[src/hw/cache_pkg.sv]
`default_nettype none

package cache_pkg;

    // CPU and memory address width
    localparam int ADDR_W     = 32;
    localparam int BYTE_OFS_W = 2;   // Byte offset inside a word

    // Data or address word on either bus
    typedef logic [ADDR_W-1:0] word_t;

    typedef enum logic [1:0] {
        st_idle  = 2'b00,
        st_fetch = 2'b01,   // Read miss, waiting on memory
        st_write = 2'b10    // Write-through in flight
    } cache_state_t;

endpackage

`default_nettype wire

[src/hw/cache_data_store.sv]
`timescale 1ns/1ps
`default_nettype none

module cache_data_store
    import cache_pkg::*;
#(
    parameter int INDEX_BITS = 7
) (
    input  wire        clk,
    input  wire word_t lookup_addr,
    input  wire word_t wr_data,
    input  wire        hit_wr,
    input  wire        fill,
    input  wire word_t fill_addr,
    input  wire word_t fill_data,
    output word_t      rdata
);

    localparam int LINES = 1 << INDEX_BITS;

    typedef logic [INDEX_BITS-1:0] index_t;

    word_t  words [LINES];
    index_t lookup_idx;
    index_t wr_idx;
    word_t  wr_word;

    assign lookup_idx = lookup_addr[BYTE_OFS_W +: INDEX_BITS];

    // Single write port, fill wins over hit write
    assign wr_idx  = fill ? fill_addr[BYTE_OFS_W +: INDEX_BITS] : lookup_idx;
    assign wr_word = fill ? fill_data : wr_data;

    always_ff @(posedge clk) begin
        if (fill || hit_wr) begin
            words[wr_idx] <= wr_word;
        end
    end

    // Forward memory word in the ready cycle of a miss
    assign rdata = fill ? fill_data : words[lookup_idx];

endmodule

`default_nettype wire

[config.mk]
export PLATFORM = sky130hd
export DESIGN_NAME = cache_data_store
export DESIGN_NICKNAME = d
export VERILOG_FILES = /design/src/hw/cache_pkg.sv /design/src/hw/cache_data_store.sv
export SDC_FILE = /design/constraint.sdc
export NUM_CORES = 2
export LEC_CHECK = 0
export BUFFER_PORTS_ARGS = -buffer_cell sky130_fd_sc_hd__buf_2
export CAP_MARGIN = 15
export CORE_AREA = 5 5 584 586
export DETAILED_ROUTE_END_ITERATION = 16
export DIE_AREA = 0 0 589 591
export PLACE_DENSITY = 0.68
export SLEW_MARGIN = 10
export SYNTH_ARGS = -nofsm -noshare
export SYNTH_HDL_FRONTEND = slang
export SYNTH_SLANG_ARGS = --single-unit
[constraint.sdc]
create_clock -name clk -period 12.45 [get_ports clk]
set_clock_uncertainty 0.15 [all_clocks]
set_input_delay 1.8675 -clock clk [delete_from_list [all_inputs] [get_ports clk]]
set_output_delay 1.8675 -clock clk [all_outputs]
set_load 0.02 [all_outputs]
==> reports/results.tsv <==
metric	value	unit
period_share	71.4	%
area_delta_synth_final	13.1	%
critical_path_class	input pin to output pin	
setup_viol	0	
place.gp.congestion	0.817	
dieArea	348000	um2
cp_data_arrival_time	6.87	ns
hold_violations	0	
crit_required	10.43	ns
wire_per_inst	33.8	um
hp-class	input pin to flip-flop	
crit_fanout	76	
hold_buffers	0	
routed_wl	403000	um
powerDensity	162	nW/um2
dieHeight	591	um
crit_slowest_cell	o21ai_0	
netlist_top_cells_area	edfxtp_1 79%, mux4_2 15%, mux2i_1 1.6%, nand2_1 0.47%, a221oi_1 0.40%	
cts_setup_buffers	0	
largest-register	words	
cts.sinks	4096	
max_freq	112	MHz
initial_core_util	46.7	%
synth-seq-area-share	78.5	%
synth.ff_latch_count	4096	
period_needed	8.89	ns
max_stage_delay	0.97	ns
drtIter0Drc	10700	
yosysUniqueCellTypes	45	
first_global_vias	76100	
drt-vias-per-instance	6.32	
cpLargestDelayFamily	compound AO/OA/AOI/OAI gates	
totalNegativeSetupSlack	0	ns
holdWs	1.39	ns
ios	163	
fin_area	177000	um2
track_usage	22.8	%
cts_tree	done	
row_count	213	
dpl-instance-area	164000	um2
worst-path-buf-inv	3	
max_slew_margin	16.3	%
layout-drive-gt1-share	28.8	%
ant_nets	0	
syn-num-nets	6916	
path_cells	buf_8 > buf_4 > nand2_1 > o22ai_1 > nor3_1 > o21ai_0 > o2111ai_1 > buf_2	
yosysTopAreaCellShare	78.5	%
grt_pass1_wl	569000	um
biggestRegsByFlops	words x4096	
fin_nets	7333	
status	completed	
max_slew.worst_pin.slew	1.25	ns
die_w	589	um
synth_largest_area_cell	edfxtp_1	
cts-root-buf	clkbuf_16	
path_clk_slew	0.06	ns
crit_cells	8	
cts_buffers	401	
num_vias	75500	
largest_register_ffs	4096	
antenna_found_initial	24	
final_common_cell	edfxtp_1	
layout_common_cells	4,096 x edfxtp_1, 1,044 x mux4_2, 409 x clkbuf_16	
crit_path_start_kind	input pin	
place_hpwl	220000	um
clk_path_buf_depth	4	
syn_avg_cell_area	23.1	um2
drv_slew	0	
cellLeakagePower	53.5	nW
drtPass1Iterations	5	
grt.overflow.total	0	
worstHoldPathCells	3	
yosys_warnings	0	
cp-end-kind	output pin	
cts-resized-gates	0	
synthCells	6785	
core_area	335000	um2
drcViolationCount	0	
port_buffers	112	
cts_max_level	5	
vdd_drop_max	0.132	mV
syn_area	157000	um2
rsz0062_at_grt	no	
maxCapViolations	0	
grt_max_degree	121	
power by group:
group	internal, W	leakage [nW]	switching, W	total [W]
registers	0.0154	35.6	0.0000200	0.0154
logic	0.000500	11.8	0.00109	0.00159
clock network	0.00661	6.11	0.00501	0.0116
cells by family (layout without fill, tap and decap cells):
group / Yosys count / after routing / synth area share, %
buffers and inverters: 419 / 1155 / 1.31
muxes: 1306 / 1306 / 16.7
AOI/OAI and AO/OA: 497 / 497 / 2.17
DFF: 4096 / 4096 / 78.5
and+or+nand+nor: 467 / 467 / 1.27
other: 0 / 15 / 0
worst min-delay path, cell delays in order:
cell	delay (ns)
buf_2	0.10
inv_1	0.08
o21ai_4	0.14
worst paths after layout:
| path | start | to | slack, ns |
|---|---|---|---|
| setup / recovery | lookup_addr[4] | rdata[22] | 3.56 |
| hold / removal | wr_data[28] | words[104][28]$_DFFE_PP_ | 1.39 |
routing by layer:
metal | global-route usage, % | vias to the layer above | wire (um)
li1 | - | 29900 | -
met1 | 31.2 | 40700 | 150000
met2 | 36.8 | 4377 | 197000
met3 | 5.05 | 578 | 42500
met4 | 7.79 | 6 | 13900
met5 | 0 | - | 34
metrics by stage:
stage	cells	utilization, %	setup WS, ns	power (W)
after floorplan	6785	-	3.44	0.0167
after global placement	11200	49.0	3.79	0.0172
after detailed placement	11200	49.0	3.80	0.0173
after CTS	11900	52.8	3.73	0.0287
after global routing	11900	52.8	3.52	0.0294
final	11900	52.8	3.56	0.0286
Yosys cell counts, drive strengths merged:
master,instances
nor3,56
nor2,144
nand2,194
or3b,1
mux2i,256
mux4,1044
o32ai,4
o22a,1
a21oi,22
a32o,1
nor4,5
inv,39
a221oi,71
nand4,3
and2,32
o221ai,11
buf,225
o211ai,2
o31ai,2
a22o,20
a211oi,32
nand3b,1
o21ai,111
o22ai,99
edfxtp,4096
and4,1
nor2b,8
o21a,1
a2111oi,2
a31oi,52
a22oi,34
a31o,1
nand2b,6
clkbuf,155
nand3,14
o2111ai,31
or2,1
or3,1
mux2,6
area by class of cell:
class	instances	area, um2
Antenna cell	15	37.5
Clock buffer	502	10600
Clock inverter	220	1870
Fill cell	25000	158000
Inverter	39	154
Multi-Input combinational cell	2270	32900
Sequential cell	4096	123000
Tap cell	4407	5510
Timing Repair Buffer	394	2920
No activity file was read; power rests on OpenSTA's default activity.
