$ cat src/hw/cache_pkg.sv
`default_nettype none

package cache_pkg;

    // CPU and memory address width
    localparam int ADDR_W     = 32;
    localparam int BYTE_OFS_W = 2;   // Byte offset inside a word

    // Data or address word on either bus
    typedef logic [ADDR_W-1:0] word_t;

    typedef enum logic [1:0] {
        st_idle  = 2'b00,
        st_fetch = 2'b01,   // Read miss, waiting on memory
        st_write = 2'b10    // Write-through in flight
    } cache_state_t;

endpackage

`default_nettype wire

$ cat src/hw/cache_mem_port.sv
`timescale 1ns/1ps
`default_nettype none

module cache_mem_port
    import cache_pkg::*;
#(
    parameter int INDEX_BITS = 7
) (
    input  wire        clk,
    input  wire        reset,
    input  wire        capture,
    input  wire        rd_sel,
    input  wire        wr_sel,
    input  wire        done,
    input  wire word_t cpu_addr,
    input  wire word_t cpu_wdata,
    output word_t      mem_addr,
    output word_t      mem_wdata,
    output logic       mem_read,
    output logic       mem_write
);

    localparam int TAG_BITS = ADDR_W - INDEX_BITS - BYTE_OFS_W;

    logic [TAG_BITS-1:0]   tag_q;
    logic [INDEX_BITS-1:0] index_q;

    // Request capture, payload only
    always_ff @(posedge clk) begin
        if (capture) begin
            tag_q     <= cpu_addr[ADDR_W-1 -: TAG_BITS];
            index_q   <= cpu_addr[BYTE_OFS_W +: INDEX_BITS];
            mem_wdata <= cpu_wdata;
        end
    end

    // Word aligned bus address, also the fill address
    assign mem_addr = {tag_q, index_q, {BYTE_OFS_W{1'b0}}};

    always_ff @(posedge clk) begin
        if (reset) begin
            mem_read  <= 1'b0;
            mem_write <= 1'b0;
        end else if (capture) begin
            mem_read  <= rd_sel;
            mem_write <= wr_sel;
        end else if (done) begin
            mem_read  <= 1'b0;   // Transfer ended last cycle
            mem_write <= 1'b0;
        end
    end

endmodule

`default_nettype wire

$ cat config.mk
export PLATFORM = sky130hd
export DESIGN_NAME = cache_mem_port
export DESIGN_NICKNAME = d
export VERILOG_FILES = /design/src/hw/cache_pkg.sv /design/src/hw/cache_mem_port.sv
export SDC_FILE = /design/constraint.sdc
export NUM_CORES = 1
export LEC_CHECK = 0
export ABC_AREA = 0
export BUFFER_PORTS_ARGS = -buffer_cell sky130_fd_sc_hd__buf_2
export CAP_MARGIN = 15
export CORE_MARGIN = 3
export CORE_UTILIZATION = 40
export DETAILED_ROUTE_END_ITERATION = 12
export PLACE_DENSITY = 0.84
export SLEW_MARGIN = 20
export SYNTH_ARGS = -nofsm -noshare
export SYNTH_HDL_FRONTEND = slang
export SYNTH_SLANG_ARGS = --single-unit
$ cat constraint.sdc
create_clock -name clk -period 0.87 [get_ports clk]
set_input_delay 0.1305 -clock clk [delete_from_list [all_inputs] [get_ports clk]]
set_output_delay 0.1305 -clock clk [all_outputs]
set_load 0.005 [all_outputs]
==> results_tabular.tex <==
\begin{tabular}{lr}
\hline
Metric & Value \\
\hline
\multicolumn{2}{l}{\textbf{Finish}} \\
Fin nets & 351 \\
Fraction of final layout cells with drive strength greater than 1 & 0.533 \\
Area of the multi-input gates & 52.6 sq um \\
Design area & $\sim$0.0036 sq mm \\
Non-Filler Instances & between 300 and 400 \\
Reg area & between 0.0015 and 0.002 sq mm \\
Utilization of the core after routing & 0.791 \\
\# fillers & around 230 \\
Area delta synth->final & 83.5\% \\
\multicolumn{2}{l}{\textbf{Worst setup path}} \\
Max incr delay on CP & roughly 0.4 ns \\
Kind of start point of the critical path & flop \\
Crit path buffers/inverters & 1 \\
Chain of cells forming the critical path & buf\_2 \\
Setup slack of the worst register-to-register path & -0.02 ns \\
Class of the most critical setup path & reg -> out \\
Standard cell with the maximum stage delay on the critical path & edfxtp\_1 \\
Maximum fanout along the worst path & 1 \\
Arrival time of data at the critical path endpoint & about 0.9 ns \\
Required time at the endpoint of the critical path & $\sim$0.74 ns \\
CP Capture Type & primary output \\
Cell family contributing the most delay on the critical path & flip-flops \\
\multicolumn{2}{l}{\textbf{Place}} \\
Count of input and output buffers & $\sim$130 \\
Instance count after placement with tap cells included & approximately 270 \\
Standard cell area after detailed placement & $\sim$0.0027 sq mm \\
Pre-CTS setup slack & -0.0541 ns \\
Post-detail-place hpwl & 3530 microns \\
RePlAce Congestion & just under 0.7 \\
\multicolumn{2}{l}{\textbf{Timing}} \\
Count of pins over their slew limit & 0 \\
Post-route minimum period & 1.03 ns \\
Final setup violation count & 65 \\
Final Hold Violating Endpoints & 0 \\
Worst Skew & 0 ns \\
Setup tns final & -5.81 ns \\
Achievable frequency & roughly 0.97 GHz \\
Unrepaired setup endpoints after global routing & yes \\
Smallest setup slack after layout & -0.157 ns \\
Ratio of final minimum period to clock period & 1.18 \\
\multicolumn{2}{l}{\textbf{Synthesis}} \\
Post-synthesis instance total & 73 \\
Combined area of all synthesized cells & 0.00196 sq mm \\
Synthesized area divided by synthesized cell count & between 20 and 30 sq um \\
Unique masters post-synth & 7 \\
Number of synthesized register bits & 64 \\
Number of warning messages in the yosys log & 0 \\
Seq/Total Area, Yosys & 0.972 \\
\multicolumn{2}{l}{\textbf{GRT}} \\
GRT Util Overall & 0.232 \\
Global-route wire length before repair & slightly below 10000 microns \\
Total global routing overflow & 0 \\
GR Util met2 & 0.401 \\
Met3 usage in global routing & 0.0948 \\
Pin count of the biggest net entering global routing & 26 \\
Initial antenna violation count & 1 \\
GRT busiest layer & met2 \\
GR Layer Usage met1 & 0.255 \\
Via count of the first global-routing pass & roughly 1700 \\
\multicolumn{2}{l}{\textbf{Clock network}} \\
Number of buffers inserted by post-CTS setup repair & 0 \\
Maximum buffer depth of the clock tree & 2 \\
Number of buffers added by the clock tree synthesis step & 9 \\
Clock-pin slew of the registers on the worst-case setup and hold paths & around 0.070 ns \\
Clock tree from TritonCTS & done \\
CTS H-Tree Depth & 3 \\
Clock sink total & 64 \\
Clock latency on the worst-skew pair & 0.32 ns \\
Root buffer cell & clkbuf\_8 \\
\multicolumn{2}{l}{\textbf{Floorplanning}} \\
Io pins & approximately 140 \\
Die area & approximately 0.0058 sq mm \\
Num rows & 24 \\
Floorplan die height & $\sim$76 microns \\
Die width & about 76 microns \\
Core footprint & around 0.0045 sq mm \\
Initial standard-cell utilization of the core & 0.431 \\
\multicolumn{2}{l}{\textbf{Drt}} \\
Number of vias per cell after detailed routing & about 4.4 \\
Detailed-route wire length per cell & between 15 and 20 microns \\
Initial detailed-routing violation count & about 150 \\
TritonRoute pass-1 iters & 4 \\
Number of remaining DRC errors & 0 \\
Routed vias & 1560 \\
Post-Route WL & about 6500 microns \\
Number of nets with antenna violations after detailed routing & 0 \\
\multicolumn{2}{l}{\textbf{Power}} \\
Leakage power total & approximately 1.6 nW \\
PD cells & just under 2000 mW/mm\^{}2 \\
Max VDD drop & $\sim$1200 uV \\
\multicolumn{2}{l}{\textbf{Min path}} \\
Type of the most critical hold path & in -> reg \\
\multicolumn{2}{l}{\textbf{Status}} \\
Run status & finished with violations \\
Violated checks & negative setup slack \\
\multicolumn{2}{l}{\textbf{Flow run}} \\
Total of max-cap violations & 0 \\
\hline
\end{tabular}
-- where the power goes --
part           internal [W]  switching (W)
clock network       0.00158        0.00106
registers           0.00365      0.0000768
logic              0.000467       0.000309
total               0.00569        0.00145
-- final timing paths --
check,start,endpoint,depth (start not counted)
setup / recovery,mem_wdata[29],mem_wdata[29],1
hold / removal,rd_sel,mem_read,3
setup reg to reg,mem_write,mem_write,2
hold reg to reg,mem_read,mem_read,2
-- kinds of logic after synthesis --
family          count (synthesis)  share of synthesized area
other cells                     1                    0.00192
compound gates                  2                    0.00512
buf+inv                         2                    0.00768
simple gates                    4                     0.0128
flops                          64                      0.972
-- cell usage after synthesis --
cell type | n | area (sq um)
edfxtp_1 | 62 | 1860
conb_1 | 1 | 3.75
a21oi_1 | 2 | 10.0
dfxtp_1 | 2 | 40.0
nand2_1 | 2 | 7.51
buf_4 | 2 | 15.0
or3b_1 | 2 | 17.5
-- registers in the layout, summed over array words and instances (netlist names) --
signal     flops
mem_wdata     32
tag_q         23
index_q        7
mem_read       1
mem_write      1
-- layout make-up --
class	count	share of cell area
Clock buffer	10	0.0356
Sequential cell	64	0.531
Tap cell	65	0.0227
Antenna cell	1	0.000697
Clock inverter	5	0.0202
Multi-Input combinational cell	8	0.0146
Timing Repair Buffer	198	0.376
-- through the flow --
| stage | hold WS (ns) | power (W) |
|---|---|---|
| 2_1_floorplan | 0.200 | 0.00382 |
| 3_3_place_gp | 0.303 | 0.00426 |
| 3_5_place_dp | 0.309 | 0.00429 |
| 4_1_cts | 0.0238 | 0.00708 |
| 5_1_grt | 0.0447 | 0.00742 |
| 6_report | 0.0556 | 0.00714 |
-- cell usage in the layout, fill, tap and decap left out, drive strengths merged --
| cell | n |
|---|---|
| edfxtp | 62 |
| clkinv | 3 |
| or3b | 2 |
| bufinv | 2 |
| dfxtp | 2 |
| clkbuf | 10 |
| a21oi | 2 |
| dlygate4sd3 | 63 |
| buf | 135 |
| conb | 2 |
| diode | 1 |
| nand2 | 2 |
-- timing repair --
item | CTS | global route
endpoints found under the hold margin | 64 | 0
hold buffers | 63 | 0
resized for setup | 3 | 3
pin swaps | 1 | 1
endpoints found under the setup margin | 66 | 66
-- routing by layer --
layer,wire [microns],part of all wire
met4,124,0.019
met1,2290,0.35
met2,3480,0.53
met5,0,0
met3,641,0.098
No activity file was read; power rests on OpenSTA's default activity.
