## config.mk

```make
export PLATFORM = sky130hd
export DESIGN_NAME = cache_tag_store
export DESIGN_NICKNAME = d
export VERILOG_FILES = /design/src/hw/cache_pkg.sv /design/src/hw/cache_tag_store.sv
export SDC_FILE = /design/constraint.sdc
export NUM_CORES = 2
export LEC_CHECK = 0
export BUFFER_PORTS_ARGS = -buffer_cell sky130_fd_sc_hd__buf_2
export CORE_ASPECT_RATIO = 0.6
export CORE_UTILIZATION = 40
export CTS_CLUSTER_SIZE = 24
export DETAILED_ROUTE_END_ITERATION = 6
export PLACE_DENSITY = 0.58
export SETUP_SLACK_MARGIN = 0.3
export SYNTH_ARGS = -nofsm -noshare
export SYNTH_HDL_FRONTEND = slang
export SYNTH_SLANG_ARGS = --single-unit
```

## constraint.sdc

```tcl
create_clock -name clk -period 4.7 [get_ports clk]
set_clock_uncertainty 0.05 [all_clocks]
set_input_delay 0.47 -clock clk [delete_from_list [all_inputs] [get_ports clk]]
set_output_delay 0.47 -clock clk [all_outputs]
set_load 0.02 [all_outputs]
```

## src/hw/cache_pkg.sv

```systemverilog
`default_nettype none

package cache_pkg;

    // CPU and memory address width
    localparam int ADDR_W     = 32;
    localparam int BYTE_OFS_W = 2;   // Byte offset inside a word

    // Data or address word on either bus
    typedef logic [ADDR_W-1:0] word_t;

    typedef enum logic [1:0] {
        st_idle  = 2'b00,
        st_fetch = 2'b01,   // Read miss, waiting on memory
        st_write = 2'b10    // Write-through in flight
    } cache_state_t;

endpackage

`default_nettype wire

```

## src/hw/cache_tag_store.sv

```systemverilog
`timescale 1ns/1ps
`default_nettype none

module cache_tag_store
    import cache_pkg::*;
#(
    parameter int INDEX_BITS = 7
) (
    input  wire        clk,
    input  wire        reset,
    input  wire word_t lookup_addr,
    input  wire        fill,
    input  wire word_t fill_addr,
    output logic       hit
);

    localparam int TAG_BITS = ADDR_W - INDEX_BITS - BYTE_OFS_W;
    localparam int LINES    = 1 << INDEX_BITS;

    typedef logic [TAG_BITS-1:0]   tag_t;
    typedef logic [INDEX_BITS-1:0] index_t;

    logic [LINES-1:0] valid;
    tag_t             tags [LINES];

    index_t lookup_idx;
    tag_t   lookup_tag;
    index_t fill_idx;
    tag_t   fill_tag;

    // Address fields
    assign lookup_idx = lookup_addr[BYTE_OFS_W +: INDEX_BITS];
    assign lookup_tag = lookup_addr[ADDR_W-1 -: TAG_BITS];
    assign fill_idx   = fill_addr[BYTE_OFS_W +: INDEX_BITS];
    assign fill_tag   = fill_addr[ADDR_W-1 -: TAG_BITS];

    assign hit = valid[lookup_idx] && (tags[lookup_idx] == lookup_tag);

    // Whole cache invalid after reset
    always_ff @(posedge clk) begin
        if (reset) begin
            valid <= '0;
        end else if (fill) begin
            valid[fill_idx] <= 1'b1;
        end
    end

    always_ff @(posedge clk) begin
        if (fill) begin
            tags[fill_idx] <= fill_tag;   // New owner of the line
        end
    end

endmodule

`default_nettype wire

```

==> results.md <==
* Commonest non-fill, non-tap cells in the layout: edfxtp_1, mux4_2, buf_4, nor2_1, clkbuf_16
* Drt first-iter violations at approximately 11,000
* Power Density at just over 400 mW/mm²
* Die H at 424 µm
* Antenna-violating nets left at 0
* All-Layer GR Usage at 25.4%
* Final GP Congestion at 0.991
* WL per Instance at 36.7 µm
* Startpoint types: input pin
* Global-route wire length before repair at roughly 520,000 µm
* Area growth syn-to-layout at 16.2%
* CTS tree: done
* Fill cells at 24,275
* Synthesized instance count at approximately 5,700
* Syn Std Cell Area at about 0.12 mm²
* Die ar. at 0.298 mm²
* WL final at 386,000 µm
* Met2 Use GR at between 30% and 40%
* Global route hottest layer: met1
* Area of the multi-input gates at around 0.027 mm²
* Worst R2R End: valid[113]$_SDFFE_PP0P_
* Clk root buf: clkbuf_16
* Critical Path RT at approximately 4.2 ns
* I/O pins at 68
* GR Util met3 at under 10%
* Detailed Routing Iterations Pass 1 at 7
* Via Count at ~65,000
* Peak Freq at between 150 and 200 MHz
* Tcrit/Tclk final at 110%
* Syn Nets at approximately 5,800
* WHS Path Cells at 1
* CTS Sinks at around 3,000
* Synth warn at 0
* Post-synthesis register bit count at about 3,000
* Most common cell after layout, fill and taps aside: edfxtp_1
* Worst-Margin Slew at 1.32 ns
* Dpl hpwl at 250,000 µm
* Pleak at around 44 nW
* Clock slew at reported path FFs at around 0.070 ns
* Worst Hold Slack at 0.0541 ns
* Total grt overflow at 0
* Initial antenna violation count at 37
* FF-to-FF path depth at 2
* Fin Setup TNS at -0.487 ns
* Cell family with most CP delay: multiplexers
* Async SR Flop Fraction at 0%
* Htree depth at 5
* Reg2reg setup slack at 4.01 ns
* CP Cell Sequence: buf_8 -> buf_4 -> buf_12 -> mux4_2 -> mux4_2 -> a211oi_1 -> a21boi_1 -> xnor2_1 -> nor3_1 -> a41oi_2 -> nor4_4 -> buf_4 -> buf_6
* Final hold violations at 0
* Netlist cell types at 73
* Slowest-stage cell, CP: mux4_2
* RSZ-0062 raised after global routing: true
* Crit path time final at around 5.2 ns
* Worst Path Buf+Inv at 5
* Nets at between 6,000 and 7,000
* Critical path arrival at ~4.7 ns
* Fraction of layout cells with a size suffix above 1 at 30.2%
* Port Buf Inserts at 63
* Max-Cap Viols at 0
* Avg Inst Size Synth at around 21 µm²
* Sequential-to-total area share from yosys stat at 76.8%
* Core Area at roughly 0.29 mm²
* Max clock buf depth at 4
* Die width at ~700 µm
* Tot Pwr at roughly 56 mW
* Vias in the first global route at between 60,000 and 70,000
* Failing checks: setup timing
* # DRC at 0
* Crit-path max cell delay at about 0.66 ns
* Max rail drop VDD at between 0.2 and 0.3 mV
* Vias per std cell at between 6 and 7
* Clock buffer count from CTS at between 200 and 300
* Met1 global-route usage at between 40% and 50%
* Worst Hold Path EP: tags[62][7]$_DFFE_PP_
* Initial core utilization at about two fifths
* Worst-path fanout max at 16
* Critical path class: input pin to output pin
* Clk_lat worst skew at 0.87 ns
* Top FF cell, synth: edfxtp_1
* Largest net degree at the start of global routing at 129
* Register area at about 0.09 mm²
* Final count of pins violating max slew at 0
* Row cnt at between 150 and 200
* Post-synth EDFFs at 2,944
* Max-Slew Margin vs Limit at roughly 11%
* Hold Crit Class: input pin to flop
* Outcome: finished with violations
* Min-Delay Startpoint: fill_addr[16]
* Worst setup EP type: output pin
* Final setup viols at 1
* PnR worst setup slack at -0.487 ns
* RR Startpoint: valid[113]$_SDFFE_PP0P_
## worst reg2reg max path: cells and delay by family (launching register included)
kind,cells,cell delay [ns]
flip-flops,1,0.33
AND/OR/NAND/NOR,2,0.16
## report_power, final
group,switching [mW],internal (mW)
registers,0.0238,30.1
logic,2.48,1.32
clock network,10.2,12.3
## timing repair
action	in CTS	in global routing
hold buffers	2	0
buffers inserted	0	2
gates resized for setup	8	19
pin swaps	2	8
endpoints found under the setup margin	1	1
endpoints found under the hold margin	60	0
## layout make-up
class / count / share of cell area [%]
well taps: 3900 / 3.54
repair buffers: 725 / 4.77
inverters: 17 / 0.0491
flip-flops and latches: 3072 / 66.1
clock buffers: 378 / 5.56
multi-input cells: 2290 / 19.3
diodes: 7 / 0.0127
clock inverters: 117 / 0.728
## cell usage after synthesis, drive strengths merged, types with 4 or more instances
library cell	n	area, µm²
a211oi	14	105
a21oi	60	300
a221oi	21	184
a22o	26	228
a22oi	121	908
a31oi	28	175
a32o	4	40.0
a32oi	24	210
a41oi	6	52.6
and2	11	68.8
and3	11	68.8
and4	5	43.8
buf	206	1320
clkbuf	105	394
dfxtp	128	2560
edfxtp	2944	88400
inv	15	56.3
mux2	15	169
mux2i	243	2430
mux4	700	15800
nand2	170	638
nand2b	15	93.8
nand3	51	255
nand3b	11	82.6
nand4	14	87.6
nor2	439	1650
nor2b	22	138
nor3	20	100
nor3b	4	30.0
nor4	10	68.8
o2111ai	8	70.1
o211ai	18	135
o21a	4	30.0
o21ai	31	155
o221ai	21	184
o22a	4	35.0
o22ai	52	325
o31ai	5	37.5
o32ai	4	35.0
or2	10	62.6
or3	11	68.8
or3b	8	70.1
or4	4	30.0
xnor2	18	158
xor2	7	61.3
## through the flow
step           cell area [µm²]  std cells  setup slack [ns]  util, %
2_1_floorplan           118000       5690             0.723        -
3_3_place_gp            129000      10000            -0.738     43.8
3_5_place_dp            129000      10000            -0.749     43.8
4_1_cts                 138000      10497            -0.481     46.8
5_1_grt                 138000      10502            -0.424     46.8
6_report                138000      10506            -0.487     46.8
## metal layers
metal / routed length (µm) / share of wire, %
met1: 167000 / 43
met2: 153000 / 40
met3: 58300 / 15
met4: 7520 / 1.9
met5: 230 / 0.060
## state kept, by name (all words and copies together), names as in the netlist
name	flops
valid	128
tags	2944
## logic make-up (layout without fill, tap and decap cells)
kind of cell	Yosys count	after routing	synth area share, %
multiplexers	958	958	15.5
other	0	7	0
XOR/XNOR	25	25	0.185
AO/OA/AOI/OAI	487	487	2.99
AND/OR/NAND/NOR	820	820	3.03
buffers and inverters	328	1237	1.50
flip-flops	3072	3072	76.8
## how the worst max path moves through the flow
stage,endpoint,slack [ns],depth (start not counted),startpoint
floorplan,hit,0.72,11,lookup_addr[2]
global placement,hit,-0.74,16,lookup_addr[2]
detailed placement,hit,-0.75,16,lookup_addr[2]
CTS,hit,-0.48,11,tags[75][22]$_DFFE_PP_
global route,hit,-0.42,13,lookup_addr[2]
finish,hit,-0.49,13,lookup_addr[2]
No activity file was read; power rests on OpenSTA's default activity.
