==> src/hw/cache_pkg.sv <==
`default_nettype none

package cache_pkg;

    // CPU and memory address width
    localparam int ADDR_W     = 32;
    localparam int BYTE_OFS_W = 2;   // Byte offset inside a word

    // Data or address word on either bus
    typedef logic [ADDR_W-1:0] word_t;

    typedef enum logic [1:0] {
        st_idle  = 2'b00,
        st_fetch = 2'b01,   // Read miss, waiting on memory
        st_write = 2'b10    // Write-through in flight
    } cache_state_t;

endpackage

`default_nettype wire

==> src/hw/cache_ctrl.sv <==
`timescale 1ns/1ps
`default_nettype none

module cache_ctrl
    import cache_pkg::*;
(
    input  wire  clk,
    input  wire  reset,
    input  wire  cpu_read,
    input  wire  cpu_write,
    input  wire  hit,
    input  wire  mem_ready,
    output logic cpu_stall,
    output logic capture,
    output logic rd_sel,
    output logic wr_sel,
    output logic fill,
    output logic hit_wr,
    output logic done
);

    cache_state_t state;
    cache_state_t next_state;

    always_ff @(posedge clk) begin
        if (reset) begin
            state <= st_idle;
        end else begin
            state <= next_state;
        end
    end

    always_comb begin
        next_state = state;
        cpu_stall  = 1'b0;
        capture    = 1'b0;
        rd_sel     = 1'b0;
        wr_sel     = 1'b0;
        fill       = 1'b0;
        hit_wr     = 1'b0;
        done       = 1'b0;

        case (state)
            st_idle: begin
                if (cpu_write) begin
                    // Every write goes through to memory
                    cpu_stall  = 1'b1;
                    capture    = 1'b1;
                    wr_sel     = 1'b1;
                    hit_wr     = hit;   // No allocate on a miss
                    next_state = st_write;
                end else if (cpu_read && !hit) begin
                    cpu_stall  = 1'b1;
                    capture    = 1'b1;
                    rd_sel     = 1'b1;
                    next_state = st_fetch;
                end
                // Read hit completes here with no stall
            end

            st_fetch: begin
                cpu_stall = !mem_ready;
                if (mem_ready) begin
                    fill       = 1'b1;   // Line write and forward
                    done       = 1'b1;
                    next_state = st_idle;
                end
            end

            st_write: begin
                cpu_stall = !mem_ready;
                if (mem_ready) begin
                    done       = 1'b1;
                    next_state = st_idle;
                end
            end

            default: begin
                next_state = st_idle;
            end
        endcase
    end

endmodule

`default_nettype wire

==> config.mk <==
export PLATFORM = sky130hd
export DESIGN_NAME = cache_ctrl
export DESIGN_NICKNAME = d
export VERILOG_FILES = /design/src/hw/cache_pkg.sv /design/src/hw/cache_ctrl.sv
export SDC_FILE = /design/constraint.sdc
export NUM_CORES = 1
export LEC_CHECK = 0
export BUFFER_PORTS_ARGS = -buffer_cell sky130_fd_sc_hd__buf_2
export CAP_MARGIN = 5
export CORE_AREA = 5 5 42 44
export CTS_CLUSTER_DIAMETER = 50
export DETAILED_ROUTE_END_ITERATION = 7
export DIE_AREA = 0 0 47 49
export HOLD_SLACK_MARGIN = 0.06
export PLACE_DENSITY = 0.45
export SLEW_MARGIN = 10
export SYNTH_ARGS = -nofsm -noshare
export SYNTH_HDL_FRONTEND = slang
export SYNTH_SLANG_ARGS = --single-unit
==> constraint.sdc <==
create_clock -name clk -period 1.6 [get_ports clk]
set_input_delay 0.24 -clock clk [delete_from_list [all_inputs] [get_ports clk]]
set_output_delay 0.24 -clock clk [all_outputs]
set_load 0.02 [all_outputs]
==> results of run 1 <==
## power by group through the flow
stage | Clock (mW) | Sequential [mW] | Combinational [mW]
2_1_floorplan | 0 | 0.0593 | 0.0745
5_1_grt | 0.132 | 0.0615 | 0.133
3_5_place_dp | 0 | 0.0605 | 0.106
4_1_cts | 0.127 | 0.0598 | 0.119
3_3_place_gp | 0 | 0.0606 | 0.106
6_report | 0.114 | 0.0607 | 0.119
## kinds of logic after synthesis
logic type / Yosys count
fa+ha+maj: 3
compound gates: 5
flops: 2
buf+inv: 3
mux: 1
simple gates: 10
## final cells by class
class | instances | area share (%)
well taps | 16 | 6.154
clock buffers | 3 | 6.923
flip-flops and latches | 2 | 13.08
inverters | 3 | 3.462
multi-input cells | 19 | 51.15
repair buffers | 12 | 19.23
## final timing paths
path               end  cells after the start  slack (ns)  startpoint
max          cpu_stall                      5        0.09    state[1]
min           state[0]                      2        0.18       reset
max reg2reg   state[1]                      5        0.46    state[0]
min reg2reg   state[1]                      2        0.48    state[1]
## routing by layer
layer	vias up	part of all wire (%)
li1	114	-
met1	96	37
met2	6	49
met3	0	14
met4	0	0
met5	-	0
## worst max-delay path, delay by kind of cell, from the launching register on
family                     cells  cell delay (ns)
buffers and inverters          2             0.22
and+or+nand+nor                1             0.07
adders and majority gates      1             0.28
DFF                            1             0.34
AOI/OAI and AO/OA              1             0.13
## cells in the final DEF, fill, tap and decap left out, drive strengths merged
| cell type | Yosys | final |
|---|---|---|
| clkbuf | 0 | 3 |
| ha | 3 | 3 |
| dfxtp | 2 | 2 |
| nand3 | 1 | 1 |
| nand2b | 3 | 3 |
| and2 | 3 | 3 |
| buf | 0 | 12 |
| and3 | 1 | 1 |
| mux2i | 1 | 1 |
| a211oi | 1 | 1 |
| nor2b | 1 | 1 |
| o21ai | 1 | 1 |
| nor2 | 1 | 1 |
| inv | 3 | 3 |
| a21oi | 3 | 3 |
==> metrics.cfg, run 1 <==
[setup_path]
critPathSlowestCell = dfxtp_2
required_ns = 1.36
crit_fanout = 4
slowest_delay_ns = 0.34
cp-start-kind = register
path_cells = inv_1 -> ha_4 -> nand2b_4 -> a21oi_2 -> buf_4
critPathArrivalTime_ns = 1.27
endpoint_kind = output port
worstSetupPathType = reg2out

[outcome]
status = finished, final reports clean

[place]
port-buffer-count = 12
preCtsSetupSlack_ns = 0.2131
dpl_cell_area_um2 = 281.5
gp_congestion = 0.6529
hpwl_um = 408.6
dp.cells = 52

[yosys]
synth_fa_ha_area_share_pct = 18.63
synthXorXnorAreaFrac_pct = 0
yosys.area_share.simple_pct = 34.78
syn_nets = 33
synth_compound_area_share_pct = 16.15
synthFlopType = dfxtp_1
yosysTopAreaCell = dfxtp_1
synth.distinct_cells = 15
syn_inst = 24
synth_area_um2 = 201.4
synth_area_per_cell_um2 = 8.393
ys_seq_area_share_pct = 19.88
synth_edf_count = 0
synth_top_family_by_area = simple AND/OR/NAND/NOR gates
synthArstFlopShare_pct = 0
synth_top_area_share_pct = 19.88
yosys_warnings = 0
synth_area_leaders = dfxtp_1, ha_1, a21oi_1, nand2b_4, a211oi_2
ys_seq_elements = 2
synth_mux_area_share_pct = 4.969
synthTopCellsByCount = a21oi_1, ha_1, inv_1

[sta]
period_share_pct = 94.12
worst_slew_margin_rel_pct = 81.24
setup_viol = 0
setup_tns_ns = 0
setup_ws_ns = 0.09414
slew_viol_final = 0
fin_crit_ns = 1.506
whs_ns = 0.1838
tightest_slew_ns = 0.2785
rsz0062_at_grt = false
hold_viol_final = 0
fmax_mhz = 664.1
clock_skew_ns = 0.006483

[power_and_ir_drop]
powerDensity_nw_per_um2 = 903.5
finalPower_mw = 0.2939
clkPwrFrac_pct = 38.9
p_comb_share_pct = 40.5
intPower_mw = 0.1940
seqPwrFrac_pct = 20.6
vdd_drop_max_mv = 0.2744
p_sw_mw = 0.09989
switching_share_pct = 33.99
leakagePower_nw = 0.1685

[layout]
postLayoutCoreUtil_pct = 23.21
regMostFlops = state
largestRegisters = state x2
stdcell_area_um2 = 325.3
syn2layout_area_growth_pct = 61.49
largest_reg_flops = 2
drive_above_1_share_pct = 58.97
seqCellArea_um2 = 42.54
fin_cells = 55
multi_input_area_um2 = 166.4
fill_cells = 175
antenna_cells = 0
nets = 50

[global_routing]
use_met2_pct = 6.787
grt_usage_pct = 5.485
overflow = 0
grt_use_met3_pct = 5.535
grtUsageMet1_pct = 5.252
grt_pass1_vias = 198
grt_pass1_wl_um = 828
grt_max_degree = 6
grt.busiest_layer = met2
antenna_found_initial = 0

[floorplan]
die_w_um = 47
floorplan.die.height_um = 49
fp-row-count = 14
die_area_um2 = 2303
core_area_um2 = 1401
io_pins = 13
start_util_pct = 14.37

[routing]
postRouteAntennaNets = 0
wl_um = 495
vias = 216
drt-initial-drc-count = 2
routed_via_density = 3.927
first_pass_iters = 4
avgRoutedWirePerCell_um = 9.000
drcViolationCount = 0

[clock_network]
clock-sinks = 2
cts.clk_slew.worst_paths_ns = 0.03
clockBufferDepth = 2
worst_skew_pair.late_latency_ns = 0.23
cts-root-buf = clkbuf_4
ctsResizeCount = 2
hold_buffers = 0
post_cts_buffers = 0
cts_tree = done
cts-buffers-inserted = 3
htreeDepth = 1

[job]
drv_cap = 0

[worst_hold_path]
hold_path.class = in2reg

Power figures use the tool's default switching activity.
==> run 2, diff against run 1 <==
--- a/config.mk
+++ b/config.mk
@@ -7,10 +7,10 @@
 export LEC_CHECK = 0
 export BUFFER_PORTS_ARGS = -buffer_cell sky130_fd_sc_hd__buf_2
 export CAP_MARGIN = 5
-export CORE_AREA = 5 5 42 44
+export CORE_AREA = 4 4 41 43
 export CTS_CLUSTER_DIAMETER = 50
 export DETAILED_ROUTE_END_ITERATION = 7
-export DIE_AREA = 0 0 47 49
+export DIE_AREA = 0 0 45 47
 export HOLD_SLACK_MARGIN = 0.06
 export PLACE_DENSITY = 0.45
 export SLEW_MARGIN = 10
==> run 2 against run 1 <==
Compared with the run above: flip-flop and latch count unchanged; register-to-register slack is essentially flat; cell area is 0.38% lower; sequential power up 0.7%; non-clock buffer count unchanged; largest cell class unchanged.
==> metrics.cfg, run 2 (synthesized netlist as in run 1, its figures left out) <==
[outcome]
status = finished, final reports clean

[layout]
seqCellArea_um2 = 42.54
largest_reg_flops = 2
antenna_cells = 0
fin_cells = 54
drive_above_1_share_pct = 58.97
nets = 50
largestRegisters = state x2
regMostFlops = state
syn2layout_area_growth_pct = 60.87
final_common_cell = buf_2
fill_cells = 160
layout_common_cells = buf_2, inv_1, clkbuf_4
multi_input_area_um2 = 166.4

[job]
drv_cap = 0

[setup_path]
rr_startpoint = state[1]
crit_buf_inv = 2
critPathArrivalTime_ns = 1.27
cp-startpoint = state[1]
slowest_delay_ns = 0.34
path_cells = inv_1 -> ha_4 -> nand2b_4 -> a21oi_2 -> buf_4
cp-start-kind = register
crit_fanout = 4
critPathSlowestCell = dfxtp_2
required_ns = 1.36
endpoint_kind = output port
worstSetupPathType = reg2out
cp_top_family = flip-flops

[power_and_ir_drop]
seqPwrFrac_pct = 21.1
clkPwrFrac_pct = 37.3
vdd_drop_max_mv = 0.2970
switching_share_pct = 33.08
p_comb_share_pct = 41.6
p_sw_mw = 0.09598
leakagePower_nw = 0.1685
intPower_mw = 0.1942
powerDensity_nw_per_um2 = 895.4

[floorplan]
core_area_um2 = 1301
io_pins = 13
start_util_pct = 15.48
floorplan.die.height_um = 47
die_area_um2 = 2115
die_w_um = 45
fp-row-count = 13

[routing]
top_layer = met3
first_pass_iters = 3
wl_um = 505
vias = 206
postRouteAntennaNets = 0
avgRoutedWirePerCell_um = 9.352
met1_length_um = 248
dr_wl_met3_um = 57
drcViolationCount = 0
routed_via_density = 3.815
met2_length_um = 200
drt-initial-drc-count = 2

[sta]
clock_skew_ns = 0.0006158
worst_slew_margin_rel_pct = 79.92
hold_viol_final = 0
slew_viol_final = 0
setup_viol = 0
fin_crit_ns = 1.512
rsz0062_at_grt = false
period_share_pct = 94.48
setup_tns_ns = 0
fmax_mhz = 661.6
tightest_slew_ns = 0.2981

[worst_hold_path]
hold_path.class = in2reg
worstHoldStart = reset

[clock_network]
cts_tree = done
cts-root-buf = clkbuf_4
htreeDepth = 1
hold_buffers = 0
cts.clk_slew.worst_paths_ns = 0.03
cts-buffers-inserted = 3
clockBufferDepth = 2
clock-sinks = 2
worst_skew_pair.late_latency_ns = 0.22
post_cts_buffers = 0

[global_routing]
overflow = 0
antenna_found_initial = 0
grt_pass1_wl_um = 800
grt_max_degree = 6
grt_pass1_vias = 206
grt_usage_pct = 5.363

[place]
dp.cells = 51
port-buffer-count = 12
hpwl_um = 385.7
gp_congestion = 0.6459

run 2: power by group through the flow:
| stage | clock, mW | combinational [mW] | sequential, mW |
|---|---|---|---|
| floorplan | 0 | 0.0745 | 0.0593 |
| global placement | 0 | 0.106 | 0.0601 |
| detailed placement | 0 | 0.107 | 0.0606 |
| CTS | 0.117 | 0.110 | 0.0610 |
| global route | 0.118 | 0.135 | 0.0620 |
| finish | 0.108 | 0.121 | 0.0611 |
run 2: worst register-to-register path: stages (launching register included):
cell,delay [ns]
dfxtp_2,0.34
inv_1,0.08
ha_4,0.28
nand2b_4,0.07
a21oi_1,0.17
a211oi_2,0.06
run 2: worst paths after layout:
| path | depth (start not counted) | endpoint | slack (ns) |
|---|---|---|---|
| worst max register to register | 5 | state[0] | 0.47 |
| worst max-delay path | 5 | cpu_stall | 0.09 |
| worst min-delay path | 2 | state[0] | 0.20 |
| worst min register to register | 2 | state[1] | 0.49 |
run 2: area by class of cell:
type | instances | share of cell area (%)
multi-input combinational | 19 | 51.35
timing repair buffer | 12 | 19.31
sequential | 2 | 13.13
clock buffer | 3 | 6.950
tap | 15 | 5.792
inverter | 3 | 3.475
run 2: per-layer routing:
| metal | GRT usage (%) | vias up |
|---|---|---|
| met5 | 0 | - |
| li1 | - | 111 |
| met2 | 6.780 | 10 |
| met1 | 7.014 | 85 |
| met3 | 2.682 | 0 |
| met4 | 3.509 | 0 |
run 2: timing repair:
item                       4_1_cts  5_1_grt
setup endpoints to repair        1        1
gates resized for setup          3        3
pin swaps                        0        0
run 2: metrics by stage:
step	hold slack (ns)	worst slack [ns]	util [%]	instance area, um2	power [mW]
CTS	0.1886	0.01275	23.65	307.8	0.2880
finish	0.1963	0.08840	24.90	324.1	0.2902
detailed placement	0.4311	0.2035	21.54	280.3	0.1672
global route	0.1965	0.001101	24.90	324.1	0.3152
floorplan	0.3046	0.1951	-	201.4	0.1338
global placement	0.4270	0.2225	21.54	280.3	0.1665
==> run 3, diff against run 2 <==
--- a/config.mk
+++ b/config.mk
@@ -13,6 +13,7 @@
 export DIE_AREA = 0 0 45 47
 export HOLD_SLACK_MARGIN = 0.06
 export PLACE_DENSITY = 0.45
+export SETUP_SLACK_MARGIN = 0.4
 export SLEW_MARGIN = 10
 export SYNTH_ARGS = -nofsm -noshare
 export SYNTH_HDL_FRONTEND = slang
==> constraint.sdc (replaced) <==
create_clock -name clk -period 1.9 [get_ports clk]
set_input_delay 0.285 -clock clk [delete_from_list [all_inputs] [get_ports clk]]
set_output_delay 0.285 -clock clk [all_outputs]
set_load 0.02 [all_outputs]
==> run 3 against run 2 <==
Compared with the run above: final cell count rose by 5.6%; die area did not move; total power fell by 11%; clock power fell by 14%; register-to-register slack improved by 0.25 ns; first-iteration DRC count fell by 100%; count of clock-buffer cells in the layout did not move; setup slack improved by 0.35 ns; routed wire length rose by 4.2%; hold slack improved by 0.042 ns.
==> metrics.cfg, run 3 (synthesized netlist as in run 1, its figures left out) <==
[outcome]
status = finished, final reports clean

[layout]
antenna_cells = 0
nets = 53
syn2layout_area_growth_pct = 72.05
fin_cells = 57
final_common_cell = buf_2
regMostFlops = state
largestRegisters = state x2
layout_common_cells = buf_2, buf_4, clkbuf_4
largest_reg_flops = 2
drive_above_1_share_pct = 66.67
stdcell_area_um2 = 346.6

[sta]
hold_viol_final = 0
clock_skew_ns = 0.002592
slew_viol_final = 0
setup_ws_ns = 0.4417
fmax_mhz = 685.8
worst_slew_margin_rel_pct = 85.95
period_share_pct = 76.75
fin_crit_ns = 1.458
setup_viol = 0
tightest_slew_ns = 0.2093
whs_ns = 0.2383
setup_tns_ns = 0
rsz0062_at_grt = true

[place]
dp.cells = 51
preCtsSetupSlack_ns = 0.4380
dpl_cell_area_um2 = 280.3
port-buffer-count = 12
gp_congestion = 0.6759
hpwl_um = 392.2

[setup_path]
critPathSlowestCell = dfxtp_2
critPathArrivalTime_ns = 1.17
endpoint_kind = output port
required_ns = 1.62
path_cells = inv_2 -> ha_4 -> nand2b_4 -> a21oi_2 -> buf_4
crit_buf_inv = 2
slowest_delay_ns = 0.32
cp-start-kind = register
cp_top_family = flip-flops
crit_fanout = 2
worstSetupPathType = reg2out

[power_and_ir_drop]
vdd_drop_max_mv = 0.2701
leakagePower_nw = 0.1833
powerDensity_nw_per_um2 = 743.2

[routing]
avgRoutedWirePerCell_um = 9.228
routed_via_density = 3.807
postRouteAntennaNets = 0
vias = 217
wl_um = 526
first_pass_iters = 1
drt-initial-drc-count = 0
drcViolationCount = 0

[clock_network]
cts_tree = done
cts.clk_slew.worst_paths_ns = 0.03
htreeDepth = 1
clockBufferDepth = 2
cts-buffers-inserted = 3
worst_skew_pair.late_latency_ns = 0.22
cts-root-buf = clkbuf_4
clock-sinks = 2

[worst_hold_path]
hold_path.class = in2reg

[floorplan]
fp-row-count = 13
die_w_um = 45
start_util_pct = 15.48
die_area_um2 = 2115
io_pins = 13
floorplan.die.height_um = 47
core_area_um2 = 1301

[global_routing]
grt_pass1_vias = 215
overflow = 0
grt_max_degree = 6
antenna_found_initial = 0
grt_usage_pct = 6.230
grt_pass1_wl_um = 883

[job]
drv_cap = 0

run 3: changes by cell type in the layout (fill, tap and decap cells not counted), sizes merged:
cell	before	now
buf	12	15
run 3: final timing paths:
check	startpoint	end	slack, ns	depth (start not counted)
setup / recovery	state[1]	cpu_stall	0.44	5
hold / removal	reset	state[1]	0.24	2
setup reg to reg	state[1]	state[0]	0.72	6
hold reg to reg	state[1]	state[1]	0.60	3
run 3: area by class of cell:
type / instances / area, um2
fillers: 150 / 954.7
multi-input cells: 19 / 166.4
flip-flops and latches: 2 / 42.54
inverters: 3 / 11.26
well taps: 15 / 18.77
repair buffers: 15 / 85.08
clock buffers: 3 / 22.52
run 3: per-stage QoR:
step | total power, mW | util [%]
3_5_place_dp | 0.1412 | 21.54
3_3_place_gp | 0.1409 | 21.54
2_1_floorplan | 0.1127 | -
6_report | 0.2576 | 26.63
5_1_grt | 0.2847 | 26.63
4_1_cts | 0.2664 | 26.63
run 3: metal layers:
layer  track usage [%]  wire length, um
met5                 0                0
met4             5.263                0
met3             3.448               51
met2             8.192              214
met1             7.240              260
run 3: power by group:
| part | total, mW | internal, mW | leakage [nW] | switching [mW] |
|---|---|---|---|---|
| clock | 0.0934 | 0.0697 | 0.0138 | 0.0237 |
| combinational | 0.114 | 0.0552 | 0.152 | 0.0592 |
| sequential | 0.0498 | 0.0471 | 0.0172 | 0.00262 |
| total | 0.258 | 0.172 | 0.183 | 0.0856 |
run 3: what timing repair did:
item	in CTS	in global routing
hold buffers	0	0
pin swaps	2	0
setup buffers	3	0
gates resized for setup	8	0
endpoints found under the setup margin	6	1
